`config.mk`:
```
export PLATFORM = sky130hd
export DESIGN_NAME = cgra_top
export DESIGN_NICKNAME = d
export VERILOG_FILES = /design/src/common/cgra_pkg.sv /design/src/rtl/cgra_pc_counter.sv /design/src/rtl/cgra_controller.sv /design/src/rtl/cgra_synchronizer.sv /design/src/rtl/context_memory/context_memory_decoder.sv /design/src/rtl/cgra_rcs/reconfigurable_cell.sv /design/src/rtl/cgra_rcs/cgra_rcs.sv /design/src/rtl/cgra_top.sv
export VERILOG_INCLUDE_DIRS = /design/src /design/src/common
export SDC_FILE = /design/constraint.sdc
export NUM_CORES = 2
export LEC_CHECK = 0
export BUFFER_PORTS_ARGS = -buffer_cell sky130_fd_sc_hd__buf_2
export CAP_MARGIN = 15
export CORE_AREA = 2 2 332 400
export CTS_BUF_LIST = sky130_fd_sc_hd__clkbuf_4
export CTS_CLUSTER_DIAMETER = 30
export DETAILED_ROUTE_END_ITERATION = 7
export DIE_AREA = 0 0 334 402
export PLACE_DENSITY = 0.82
export SYNTH_ARGS = -nofsm -noshare
export SYNTH_HDL_FRONTEND = slang
export SYNTH_SLANG_ARGS = --single-unit
```
`constraint.sdc`:
```
create_clock -name clk_i -period 12.8 [get_ports clk_i]
set_input_delay 0.64 -clock clk_i [delete_from_list [all_inputs] [get_ports clk_i]]
set_output_delay 0.64 -clock clk_i [all_outputs]
set_load 0.02 [all_outputs]
```
`src/common/cgra_cfg.svh`:
```
// ------------------------------------------------------------
// Build-time sizes and host register map of the CGRA subsystem
// Include wherever array geometry or register indices are needed
// ------------------------------------------------------------
`ifndef CGRA_CFG_SVH
`define CGRA_CFG_SVH

// Array geometry
`define CGRA_N_COL        4
`define CGRA_N_LINES      16

// Datapath and instruction immediate
`define CGRA_DP_WIDTH     32
`define CGRA_IMM_WIDTH    8

// Host register word indices
`define CGRA_REG_CTRL     0
`define CGRA_REG_STATUS   1
// Accumulator c sits at word ACC_BASE + c
`define CGRA_REG_ACC_BASE 4

`endif

```
`src/common/cgra_pkg.sv`:
```
// ------------------------------------------------------------
// Shared types of the CGRA subsystem: datapath words, context
// words and lines, opcodes, FSM states and the register port
// ------------------------------------------------------------
`include "cgra_cfg.svh"

package cgra_pkg;

  typedef logic [`CGRA_DP_WIDTH-1:0]          dp_word_t;
  typedef logic [`CGRA_IMM_WIDTH-1:0]         imm_t;
  typedef logic [$clog2(`CGRA_N_LINES)-1:0]   line_idx_t;
  typedef logic [$clog2(`CGRA_N_COL)-1:0]     col_idx_t;
  // Context word address is {line, column}
  typedef logic [$bits(line_idx_t)+$bits(col_idx_t)-1:0] cm_addr_t;
  typedef logic [7:0]                         reg_addr_t;

  typedef enum logic [2:0] {
    RC_NOP  = 3'd0,
    RC_LDI  = 3'd1,
    RC_ADDI = 3'd2,
    RC_SUBI = 3'd3,
    RC_MULI = 3'd4,
    RC_SHLI = 3'd5,
    RC_ADDN = 3'd6,
    RC_END  = 3'd7
  } rc_op_e;

  // Opcode in the upper bits, immediate below
  typedef logic [$bits(rc_op_e)+`CGRA_IMM_WIDTH-1:0] ctx_word_t;
  typedef ctx_word_t [`CGRA_N_COL-1:0]               ctx_line_t;

  typedef enum logic [1:0] {
    CTRL_IDLE,
    CTRL_FETCH,
    CTRL_EXEC,
    CTRL_DONE
  } ctrl_state_e;

  typedef struct packed {
    logic      valid;
    logic      write;
    reg_addr_t addr;
    dp_word_t  wdata;
  } reg_req_t;

  typedef struct packed {
    logic     ready;
    dp_word_t rdata;
  } reg_rsp_t;

  function automatic rc_op_e ctx_op(ctx_word_t word);
    return rc_op_e'(word[`CGRA_IMM_WIDTH +: $bits(rc_op_e)]);
  endfunction

  function automatic imm_t ctx_imm(ctx_word_t word);
    return word[`CGRA_IMM_WIDTH-1:0];
  endfunction

endpackage

```
`src/rtl/cgra_pc_counter.sv`:
```
// ------------------------------------------------------------
// Fetch line counter, loaded with the start line and advanced
// per fetch; flags a fetch beyond the final memory line
// ------------------------------------------------------------
`timescale 1ns/10ps
`include "cgra_cfg.svh"

module cgra_pc_counter
  import cgra_pkg::*;
(
  input  logic      clk_i,
  input  logic      rst_ni,
  input  logic      load_i,
  input  line_idx_t line_i,
  input  logic      adv_i,
  output line_idx_t line_o,
  output logic      last_o
);

  line_idx_t line_q;
  logic      wrap_q;
  logic      last_q;

  always_ff @(posedge clk_i or negedge rst_ni) begin
    if (!rst_ni) begin
      line_q <= '0;
      wrap_q <= 1'b0;
      last_q <= 1'b0;
    end else if (load_i) begin
      line_q <= line_i;
      wrap_q <= 1'b0;
      last_q <= 1'b0;
    end else if (adv_i) begin
      line_q <= line_q + 1'b1;
      // Set once the final line has been fetched
      wrap_q <= wrap_q || (line_q == line_idx_t'(`CGRA_N_LINES - 1));
      // Lags by one fetch so it lines up with the memory read data
      last_q <= wrap_q;
    end
  end

  assign line_o = line_q;
  assign last_o = last_q;

endmodule

```
`src/rtl/cgra_controller.sv`:
```
// ------------------------------------------------------------
// Kernel FSM: fetches context lines one ahead of execution and
// stops on a column-0 END or after the final memory line
// ------------------------------------------------------------
`timescale 1ns/10ps

module cgra_controller
  import cgra_pkg::*;
(
  input  logic      clk_i,
  input  logic      rst_ni,
  input  logic      start_i,
  input  line_idx_t start_line_i,
  input  ctx_line_t line_i,
  input  logic      last_line_i,
  output logic      cnt_load_o,
  output line_idx_t cnt_line_o,
  output logic      cnt_adv_o,
  output logic      line_re_o,
  output logic      exec_en_o,
  output logic      busy_o,
  output logic      done_o
);

  ctrl_state_e state_q;
  ctrl_state_e state_d;
  logic        line_end;
  logic        line_run;

  // Line returned this cycle terminates the kernel
  assign line_end = (ctx_op(line_i[0]) == RC_END) || last_line_i;
  assign line_run = (state_q == CTRL_EXEC) && !line_end;

  always_comb begin
    state_d = state_q;
    unique case (state_q)
      CTRL_IDLE: begin
        if (start_i) begin
          state_d = CTRL_FETCH;
        end
      end
      CTRL_FETCH: begin
        state_d = CTRL_EXEC;
      end
      CTRL_EXEC: begin
        if (line_end) begin
          state_d = CTRL_DONE;
        end
      end
      CTRL_DONE: begin
        // A new start may already arrive in the done cycle
        state_d = start_i ? CTRL_FETCH : CTRL_IDLE;
      end
      default: begin
        state_d = CTRL_IDLE;
      end
    endcase
  end

  always_ff @(posedge clk_i or negedge rst_ni) begin
    if (!rst_ni) begin
      state_q <= CTRL_IDLE;
    end else begin
      state_q <= state_d;
    end
  end

  assign busy_o = (state_q == CTRL_FETCH) || (state_q == CTRL_EXEC);
  assign done_o = state_q == CTRL_DONE;

  // Counter load with the requested first line
  assign cnt_load_o = start_i && !busy_o;
  assign cnt_line_o = start_line_i;

  // Next line is fetched while the current one executes
  assign line_re_o = (state_q == CTRL_FETCH) || line_run;
  assign cnt_adv_o = line_re_o;
  assign exec_en_o = line_run;

endmodule

```
`src/rtl/cgra_synchronizer.sv`:
```
// ------------------------------------------------------------
// Host register block: decodes CTRL, STATUS and accumulator
// words, issues the kernel start and raises the end event
// ------------------------------------------------------------
`timescale 1ns/10ps
`include "cgra_cfg.svh"

module cgra_synchronizer
  import cgra_pkg::*;
(
  input  logic                       clk_i,
  input  logic                       rst_ni,
  input  reg_req_t                   reg_req_i,
  output reg_rsp_t                   reg_rsp_o,
  input  logic                       busy_i,
  input  logic                       done_i,
  input  dp_word_t [`CGRA_N_COL-1:0] acc_i,
  output logic                       start_o,
  output line_idx_t                  start_line_o,
  output logic                       acc_we_o,
  output col_idx_t                   acc_col_o,
  output dp_word_t                   acc_wdata_o,
  output logic                       evt_o
);

  logic      ready;
  logic      wr_fire;
  logic      ctrl_sel;
  logic      status_sel;
  logic      acc_sel;
  reg_addr_t acc_off;
  logic      done_q;

  // ------------------------------------------------------------
  // Address decode
  // ------------------------------------------------------------

  assign ctrl_sel   = reg_req_i.addr == reg_addr_t'(`CGRA_REG_CTRL);
  assign status_sel = reg_req_i.addr == reg_addr_t'(`CGRA_REG_STATUS);
  // Offset wraps for addresses below the base, so one compare covers the range
  assign acc_off    = reg_req_i.addr - reg_addr_t'(`CGRA_REG_ACC_BASE);
  assign acc_sel    = acc_off < reg_addr_t'(`CGRA_N_COL);

  // Writes stall while a kernel runs, reads never do
  assign ready   = !(reg_req_i.write && busy_i);
  assign wr_fire = reg_req_i.valid && reg_req_i.write && ready;

  // Start pulse in the cycle the CTRL write is accepted
  assign start_o      = wr_fire && ctrl_sel && reg_req_i.wdata[0];
  assign start_line_o = reg_req_i.wdata[4 +: $bits(line_idx_t)];

  // Direct accumulator load
  assign acc_we_o    = wr_fire && acc_sel;
  assign acc_col_o   = acc_off[$bits(col_idx_t)-1:0];
  assign acc_wdata_o = reg_req_i.wdata;

  // Sticky done, cleared by the next start
  always_ff @(posedge clk_i or negedge rst_ni) begin
    if (!rst_ni) begin
      done_q <= 1'b0;
    end else if (start_o) begin
      done_q <= 1'b0;
    end else if (done_i) begin
      done_q <= 1'b1;
    end
  end

  // ------------------------------------------------------------
  // Read data
  // ------------------------------------------------------------

  always_comb begin
    reg_rsp_o.ready = ready;
    reg_rsp_o.rdata = '0;
    if (status_sel) begin
      // Done shows already in the cycle of the done pulse
      reg_rsp_o.rdata[0] = busy_i;
      reg_rsp_o.rdata[1] = done_q || done_i;
    end else if (acc_sel) begin
      reg_rsp_o.rdata = acc_i[acc_off[$bits(col_idx_t)-1:0]];
    end
  end

  assign evt_o = done_i;

endmodule

```
`src/rtl/context_memory/context_memory_decoder.sv`:
```
// ------------------------------------------------------------
// Context memory: host word access while idle, full-line reads
// for the controller, both with one cycle of latency
// ------------------------------------------------------------
`timescale 1ns/10ps
`include "cgra_cfg.svh"

module context_memory_decoder
  import cgra_pkg::*;
(
  input  logic      clk_i,
  input  logic      rst_ni,
  // Host word port
  input  logic      cm_req_i,
  input  logic      cm_we_i,
  input  cm_addr_t  cm_add_i,
  input  ctx_word_t cm_wdata_i,
  output logic      cm_gnt_o,
  output logic      cm_rvalid_o,
  output ctx_word_t cm_rdata_o,
  // Controller line port
  input  logic      busy_i,
  input  logic      line_re_i,
  input  line_idx_t line_addr_i,
  output ctx_line_t line_o
);

  ctx_line_t mem_q [`CGRA_N_LINES];
  line_idx_t host_line;
  col_idx_t  host_col;
  logic      host_wr;
  logic      host_rd;

  assign {host_line, host_col} = cm_add_i;

  // Host only gets the memory while no kernel runs
  assign cm_gnt_o = cm_req_i && !busy_i;
  assign host_wr  = cm_gnt_o && cm_we_i;
  assign host_rd  = cm_gnt_o && !cm_we_i;

  always_ff @(posedge clk_i) begin
    if (host_wr) begin
      mem_q[host_line][host_col] <= cm_wdata_i;
    end
    if (host_rd) begin
      cm_rdata_o <= mem_q[host_line][host_col];
    end
    if (line_re_i) begin
      line_o <= mem_q[line_addr_i];
    end
  end

  always_ff @(posedge clk_i or negedge rst_ni) begin
    if (!rst_ni) begin
      cm_rvalid_o <= 1'b0;
    end else begin
      cm_rvalid_o <= host_rd;
    end
  end

endmodule

```
`src/rtl/cgra_rcs/reconfigurable_cell.sv`:
```
// ------------------------------------------------------------
// Single reconfigurable cell: decodes one instruction word and
// updates its accumulator on each executed line
// ------------------------------------------------------------
`timescale 1ns/10ps

module reconfigurable_cell
  import cgra_pkg::*;
(
  input  logic      clk_i,
  input  logic      rst_ni,
  input  ctx_word_t instr_i,
  input  logic      exec_en_i,
  input  dp_word_t  nbr_acc_i,
  input  logic      load_i,
  input  dp_word_t  load_data_i,
  output dp_word_t  acc_o
);

  rc_op_e   op;
  dp_word_t imm;
  dp_word_t acc_q;
  dp_word_t acc_d;

  assign op  = ctx_op(instr_i);
  // Immediate is zero-extended
  assign imm = dp_word_t'(ctx_imm(instr_i));

  always_comb begin
    unique case (op)
      RC_LDI:  acc_d = imm;
      RC_ADDI: acc_d = acc_q + imm;
      RC_SUBI: acc_d = acc_q - imm;
      RC_MULI: acc_d = acc_q * imm;
      RC_SHLI: acc_d = acc_q << imm[4:0];
      // Neighbour value as registered at the start of this line
      RC_ADDN: acc_d = acc_q + nbr_acc_i;
      default: acc_d = acc_q;
    endcase
  end

  // Host load has priority over execution
  always_ff @(posedge clk_i or negedge rst_ni) begin
    if (!rst_ni) begin
      acc_q <= '0;
    end else if (load_i) begin
      acc_q <= load_data_i;
    end else if (exec_en_i) begin
      acc_q <= acc_d;
    end
  end

  assign acc_o = acc_q;

endmodule

```
`src/rtl/cgra_rcs/cgra_rcs.sv`:
```
// ------------------------------------------------------------
// Cell array: one cell per column, joined in a ring through
// their accumulators; host loads go to a single column
// ------------------------------------------------------------
`timescale 1ns/10ps
`include "cgra_cfg.svh"

module cgra_rcs
  import cgra_pkg::*;
(
  input  logic                       clk_i,
  input  logic                       rst_ni,
  input  ctx_line_t                  line_i,
  input  logic                       exec_en_i,
  input  logic                       acc_we_i,
  input  col_idx_t                   acc_col_i,
  input  dp_word_t                   acc_wdata_i,
  output dp_word_t [`CGRA_N_COL-1:0] acc_o
);

  logic [`CGRA_N_COL-1:0] cell_load;

  for (genvar c = 0; c < `CGRA_N_COL; c++) begin : gen_col
    // Column 0 wraps round to the last column
    localparam int unsigned LeftCol = (c + `CGRA_N_COL - 1) % `CGRA_N_COL;

    assign cell_load[c] = acc_we_i && (acc_col_i == col_idx_t'(c));

    reconfigurable_cell rc_inst (
      .clk_i       ( clk_i          ),
      .rst_ni      ( rst_ni         ),
      .instr_i     ( line_i[c]      ),
      .exec_en_i   ( exec_en_i      ),
      .nbr_acc_i   ( acc_o[LeftCol] ),
      .load_i      ( cell_load[c]   ),
      .load_data_i ( acc_wdata_i    ),
      .acc_o       ( acc_o[c]       )
    );
  end

endmodule

```
`src/rtl/cgra_top.sv`:
```
// ------------------------------------------------------------
// CGRA subsystem top: host register port, context memory port
// and the end-of-kernel event, around a 4-column cell array
// ------------------------------------------------------------
`timescale 1ns/10ps
`include "cgra_cfg.svh"

module cgra_top
  import cgra_pkg::*;
(
  input  logic      clk_i,
  input  logic      rst_ni,
  // Host register port
  input  reg_req_t  reg_req_i,
  output reg_rsp_t  reg_rsp_o,
  // Context memory host port
  input  logic      cm_req_i,
  input  logic      cm_we_i,
  input  cm_addr_t  cm_add_i,
  input  ctx_word_t cm_wdata_i,
  output logic      cm_gnt_o,
  output logic      cm_rvalid_o,
  output ctx_word_t cm_rdata_o,
  // End of kernel
  output logic      evt_o
);

  logic                           start_s;
  line_idx_t                      start_line_s;
  logic                           busy_s;
  logic                           done_s;
  dp_word_t [`CGRA_N_COL-1:0]     acc_s;
  logic                           acc_we_s;
  col_idx_t                       acc_col_s;
  dp_word_t                       acc_wdata_s;
  logic                           cnt_load_s;
  line_idx_t                      cnt_line_s;
  logic                           cnt_adv_s;
  line_idx_t                      pc_line_s;
  logic                           last_line_s;
  logic                           line_re_s;
  ctx_line_t                      ctx_line_s;
  logic                           exec_en_s;

  // ------------------------------------------------------------
  // Control path
  // ------------------------------------------------------------

  cgra_synchronizer synchronizer_inst (
    .clk_i        ( clk_i        ),
    .rst_ni       ( rst_ni       ),
    .reg_req_i    ( reg_req_i    ),
    .reg_rsp_o    ( reg_rsp_o    ),
    .busy_i       ( busy_s       ),
    .done_i       ( done_s       ),
    .acc_i        ( acc_s        ),
    .start_o      ( start_s      ),
    .start_line_o ( start_line_s ),
    .acc_we_o     ( acc_we_s     ),
    .acc_col_o    ( acc_col_s    ),
    .acc_wdata_o  ( acc_wdata_s  ),
    .evt_o        ( evt_o        )
  );

  cgra_controller controller_inst (
    .clk_i        ( clk_i        ),
    .rst_ni       ( rst_ni       ),
    .start_i      ( start_s      ),
    .start_line_i ( start_line_s ),
    .line_i       ( ctx_line_s   ),
    .last_line_i  ( last_line_s  ),
    .cnt_load_o   ( cnt_load_s   ),
    .cnt_line_o   ( cnt_line_s   ),
    .cnt_adv_o    ( cnt_adv_s    ),
    .line_re_o    ( line_re_s    ),
    .exec_en_o    ( exec_en_s    ),
    .busy_o       ( busy_s       ),
    .done_o       ( done_s       )
  );

  cgra_pc_counter pc_counter_inst (
    .clk_i  ( clk_i       ),
    .rst_ni ( rst_ni      ),
    .load_i ( cnt_load_s  ),
    .line_i ( cnt_line_s  ),
    .adv_i  ( cnt_adv_s   ),
    .line_o ( pc_line_s   ),
    .last_o ( last_line_s )
  );

  // ------------------------------------------------------------
  // Storage and datapath
  // ------------------------------------------------------------

  context_memory_decoder cmem_inst (
    .clk_i       ( clk_i       ),
    .rst_ni      ( rst_ni      ),
    .cm_req_i    ( cm_req_i    ),
    .cm_we_i     ( cm_we_i     ),
    .cm_add_i    ( cm_add_i    ),
    .cm_wdata_i  ( cm_wdata_i  ),
    .cm_gnt_o    ( cm_gnt_o    ),
    .cm_rvalid_o ( cm_rvalid_o ),
    .cm_rdata_o  ( cm_rdata_o  ),
    .busy_i      ( busy_s      ),
    .line_re_i   ( line_re_s   ),
    .line_addr_i ( pc_line_s   ),
    .line_o      ( ctx_line_s  )
  );

  cgra_rcs rcs_inst (
    .clk_i       ( clk_i       ),
    .rst_ni      ( rst_ni      ),
    .line_i      ( ctx_line_s  ),
    .exec_en_i   ( exec_en_s   ),
    .acc_we_i    ( acc_we_s    ),
    .acc_col_i   ( acc_col_s   ),
    .acc_wdata_i ( acc_wdata_s ),
    .acc_o       ( acc_s       )
  );

endmodule

```
==> flow_summary.ini <==
[cells_and_area]
layout.nets = 9037
drive_above_1_share_pct = 15.1
fill_cells = 9564
area_growth_pct = 7.06
finalInstanceArea_sq_um = 90100
finish.utilization_pct = 68.9

[cts]
clkLatencyLatePin_ps = 1300
cts_tree = built
cts.htree.levels = 4
clkSlewWorstSetupHoldPaths_ps = 70
cts_inserted_buffers = 231
cts_root_buf = clkbuf_4
clock_path_buffers = 3
post_cts_resized = 0
cts.sinks = 897

[timing]
hold_viol = 0
rsz0062_at_grt = no
setup_viol = 0
period_needed_ps = 6620
max_freq_mhz = 151
finalMaxSlewViolations = 0
tightest_slew_ps = 1400
hold-worst-slack_ps = 96.3
worst_clock_skew_ps = 129
fin_crit_sh_pct = 51.7
tns_ps = 0
maxSlewHeadroom_pct = 6.85

[run_status]
status = finished with violations
violations = design-rule violations

[floorplanning]
core_area_sq_um = 131000
ios = 110
die_y_um = 402
start_util_pct = 64.3
fp-row-count = 146
die-area_sq_um = 134000
die_w_um = 334

[route]
antenna_left = 0
routed_wl_mm = 313
wl_met2_mm = 143
vias_per_cell = 7.18
wl_met1_mm = 99.4
vias = 71445
top_layer = met5
drc = 7
wl_met3_mm = 40.0
drt_iter0_markers = 9968
drt_first_pass_iters = 8
wire_per_inst_um = 31.4

[setup_path]
criticalPathCategory = reg -> reg
path_buf_inv = 4
max_stage_delay_ps = 870
crit_path_start_kind = register
path_cells = buf_4, nand2_1, fa_1, fa_1, inv_1, fa_1, inv_1, fa_1, inv_1, ha_1, o21ai_0, nor4b_1, o41ai_1, o22a_1, o22ai_1, a211oi_1, o41ai_1, xnor2_1, nand2_1, a221oi_1
endpoint_kind = register
arrival_ps = 7800
crit_slowest_cell = edfxtp_1
cp_max_fo = 42
required_ps = 13980
crit_path_frequent_cell = fa_1
cpLargestDelayFamily = adder cells

[placed_design]
port_buffers = 109
place.detailed.hpwl_mm = 213
placed_cell_area_sq_um = 86400
routabilityCongestion = 1.07

[global_route]
grt-ovfl-total = 0
first_global_vias = 72015
grt_max_degree = 122
antenna_found_initial = 24
grt_pass1_wl_mm = 458
track_usage_pct = 46.4

[synthesis]
seq_area_frac_synth_pct = 31.2
yosys-top-cells-count = nand2_1 (811), edfxtp_1 (759), fa_1 (628)
syn_inst = 8028
yosysWarnings = 0
synthArstFlopShare_pct = 15.4
avgSynthCellArea_sq_um = 10.5
ys.flop_type = edfxtp_1
synth.area.top_cells = edfxtp_1 (27%), fa_1 (15%), mux4_2 (11%)
synth_edf_count = 759
netlist_area_sq_um = 84100
syn_nets = 9017
yosysTopAreaCell = edfxtp_1
yosysMostFrequentCell = nand2_1
synth_seq_cells = 897
synth_cell_types = 93
netlist.area_leader.share_pct = 27.1

[run]
cap_violations = 0

[worst_hold_path]
hp-class = in -> reg
[cells in the final DEF (no fill, tap or decap), types with 21 or more instances in the layout]
| cell type | count |
|---|---|
| a21oi_1 | 409 |
| nor2_1 | 374 |
| nand2b_1 | 50 |
| dlygate4sd3_1 | 39 |
| fa_1 | 628 |
| nor2_2 | 29 |
| o21a_1 | 35 |
| mux4_2 | 413 |
| o31ai_1 | 33 |
| clkinv_1 | 68 |
| a22oi_1 | 66 |
| dfrtp_1 | 134 |
| buf_4 | 227 |
| diode_2 | 23 |
| and2_1 | 571 |
| o21ai_1 | 21 |
| ha_1 | 298 |
| o22ai_1 | 67 |
| or3_1 | 31 |
| xor2_1 | 82 |
| a211oi_1 | 85 |
| o21ai_0 | 424 |
| a31oi_1 | 49 |
| a221oi_1 | 85 |
| mux2_2 | 57 |
| o211ai_1 | 55 |
| xnor2_1 | 150 |
| clkbuf_4 | 307 |
| nand3_1 | 95 |
| mux2i_1 | 240 |
| inv_1 | 601 |
| nand2_1 | 811 |
| buf_2 | 105 |
| o21bai_1 | 29 |
| nor3_1 | 99 |
| and3_1 | 51 |
| edfxtp_1 | 759 |
| a21o_1 | 216 |
| nor2b_1 | 70 |
[layer usage]
metal	up-vias	GRT usage, %
li1	29056	-
met1	34720	54.2
met2	5916	72.4
met3	1739	12.6
met4	14	37.0
met5	-	0
[state kept, by name, indices dropped and copies added (netlist names)]
name,count
synchronizer_inst.done_q,1
pc_counter_inst.last_o,1
pc_counter_inst.wrap_q,1
cmem_inst.cm_rvalid_o,1
rcs_inst.gen_col.rc_inst.acc_o,128
controller_inst.state_q,2
cmem_inst.cm_rdata_o,11
cmem_inst.mem_q,704
cmem_inst.line_o,44
pc_counter_inst.line_o,4
[tightest hold or removal path: stages]
cell and delay [ps]:
buf_2 90, or2_2 180, nor3_1 110, buf_4 200, nor2_1 110
[final timing paths]
| path | endpoint | startpoint | cells after the start | slack (ps) |
|---|---|---|---|---|
| min in group asynchronous | rcs_inst.gen_col[0].rc_inst.acc_o[11]$_DFFE_PN0P_ | rst_ni | 4 | 570 |
| setup / recovery | rcs_inst.gen_col[0].rc_inst.acc_o[31]$_DFFE_PN0P_ | cmem_inst.line_o[4]$_DFFE_PP_ | 20 | 6180 |
| setup reg to reg | rcs_inst.gen_col[0].rc_inst.acc_o[31]$_DFFE_PN0P_ | cmem_inst.line_o[4]$_DFFE_PP_ | 20 | 6180 |
| hold reg to reg | pc_counter_inst.wrap_q$_DFFE_PN0P_ | pc_counter_inst.wrap_q$_DFFE_PN0P_ | 2 | 570 |
| hold / removal | pc_counter_inst.wrap_q$_DFFE_PN0P_ | reg_req_i[39] | 5 | 100 |
| max in group asynchronous | pc_counter_inst.line_o[3]$_DFFE_PN0P_ | rst_ni | 4 | 11190 |
[area by class of cell]
type,count,area (sq um),share of cell area (%)
diodes,23,57.6,0.0639
multi-input cells,5933,53500,59.4
inverters,606,2270,2.53
repair buffers,379,2770,3.07
clock inverters,105,806,0.895
clock buffers,307,2300,2.56
well taps,1702,2130,2.36
flip-flops and latches,897,26300,29.2
[cells by family (layout without fill, tap and decap cells)]
group / after synthesis / in the layout / synth area share, %
simple gates: 2292 / 2292 / 13.3
compound gates: 1773 / 1773 / 13.7
buf+inv: 1198 / 1397 / 5.39
fa+ha+maj: 926 / 926 / 19.4
flops: 897 / 897 / 31.2
mux: 710 / 710 / 14.7
xor+xnor: 232 / 232 / 2.42
other cells: 0 / 23 / 0
[through the flow]
| step | std cells | setup WS [ps] |
|---|---|---|
| CTS | 9923 | 6330 |
| global placement | 9474 | 6460 |
| finish | 9952 | 6180 |
| global route | 9937 | 5680 |
| floorplan | 8028 | 6740 |
| detailed placement | 9474 | 6360 |
[timing repair]
item,CTS,global route
endpoints found under the hold margin,234,78
hold buffers,37,3
setup buffers,0,0
setup endpoints to repair,0,0
Power is not shown: default switching activity piles up to over one toggle a cycle in this logic, so the estimate is an artifact.
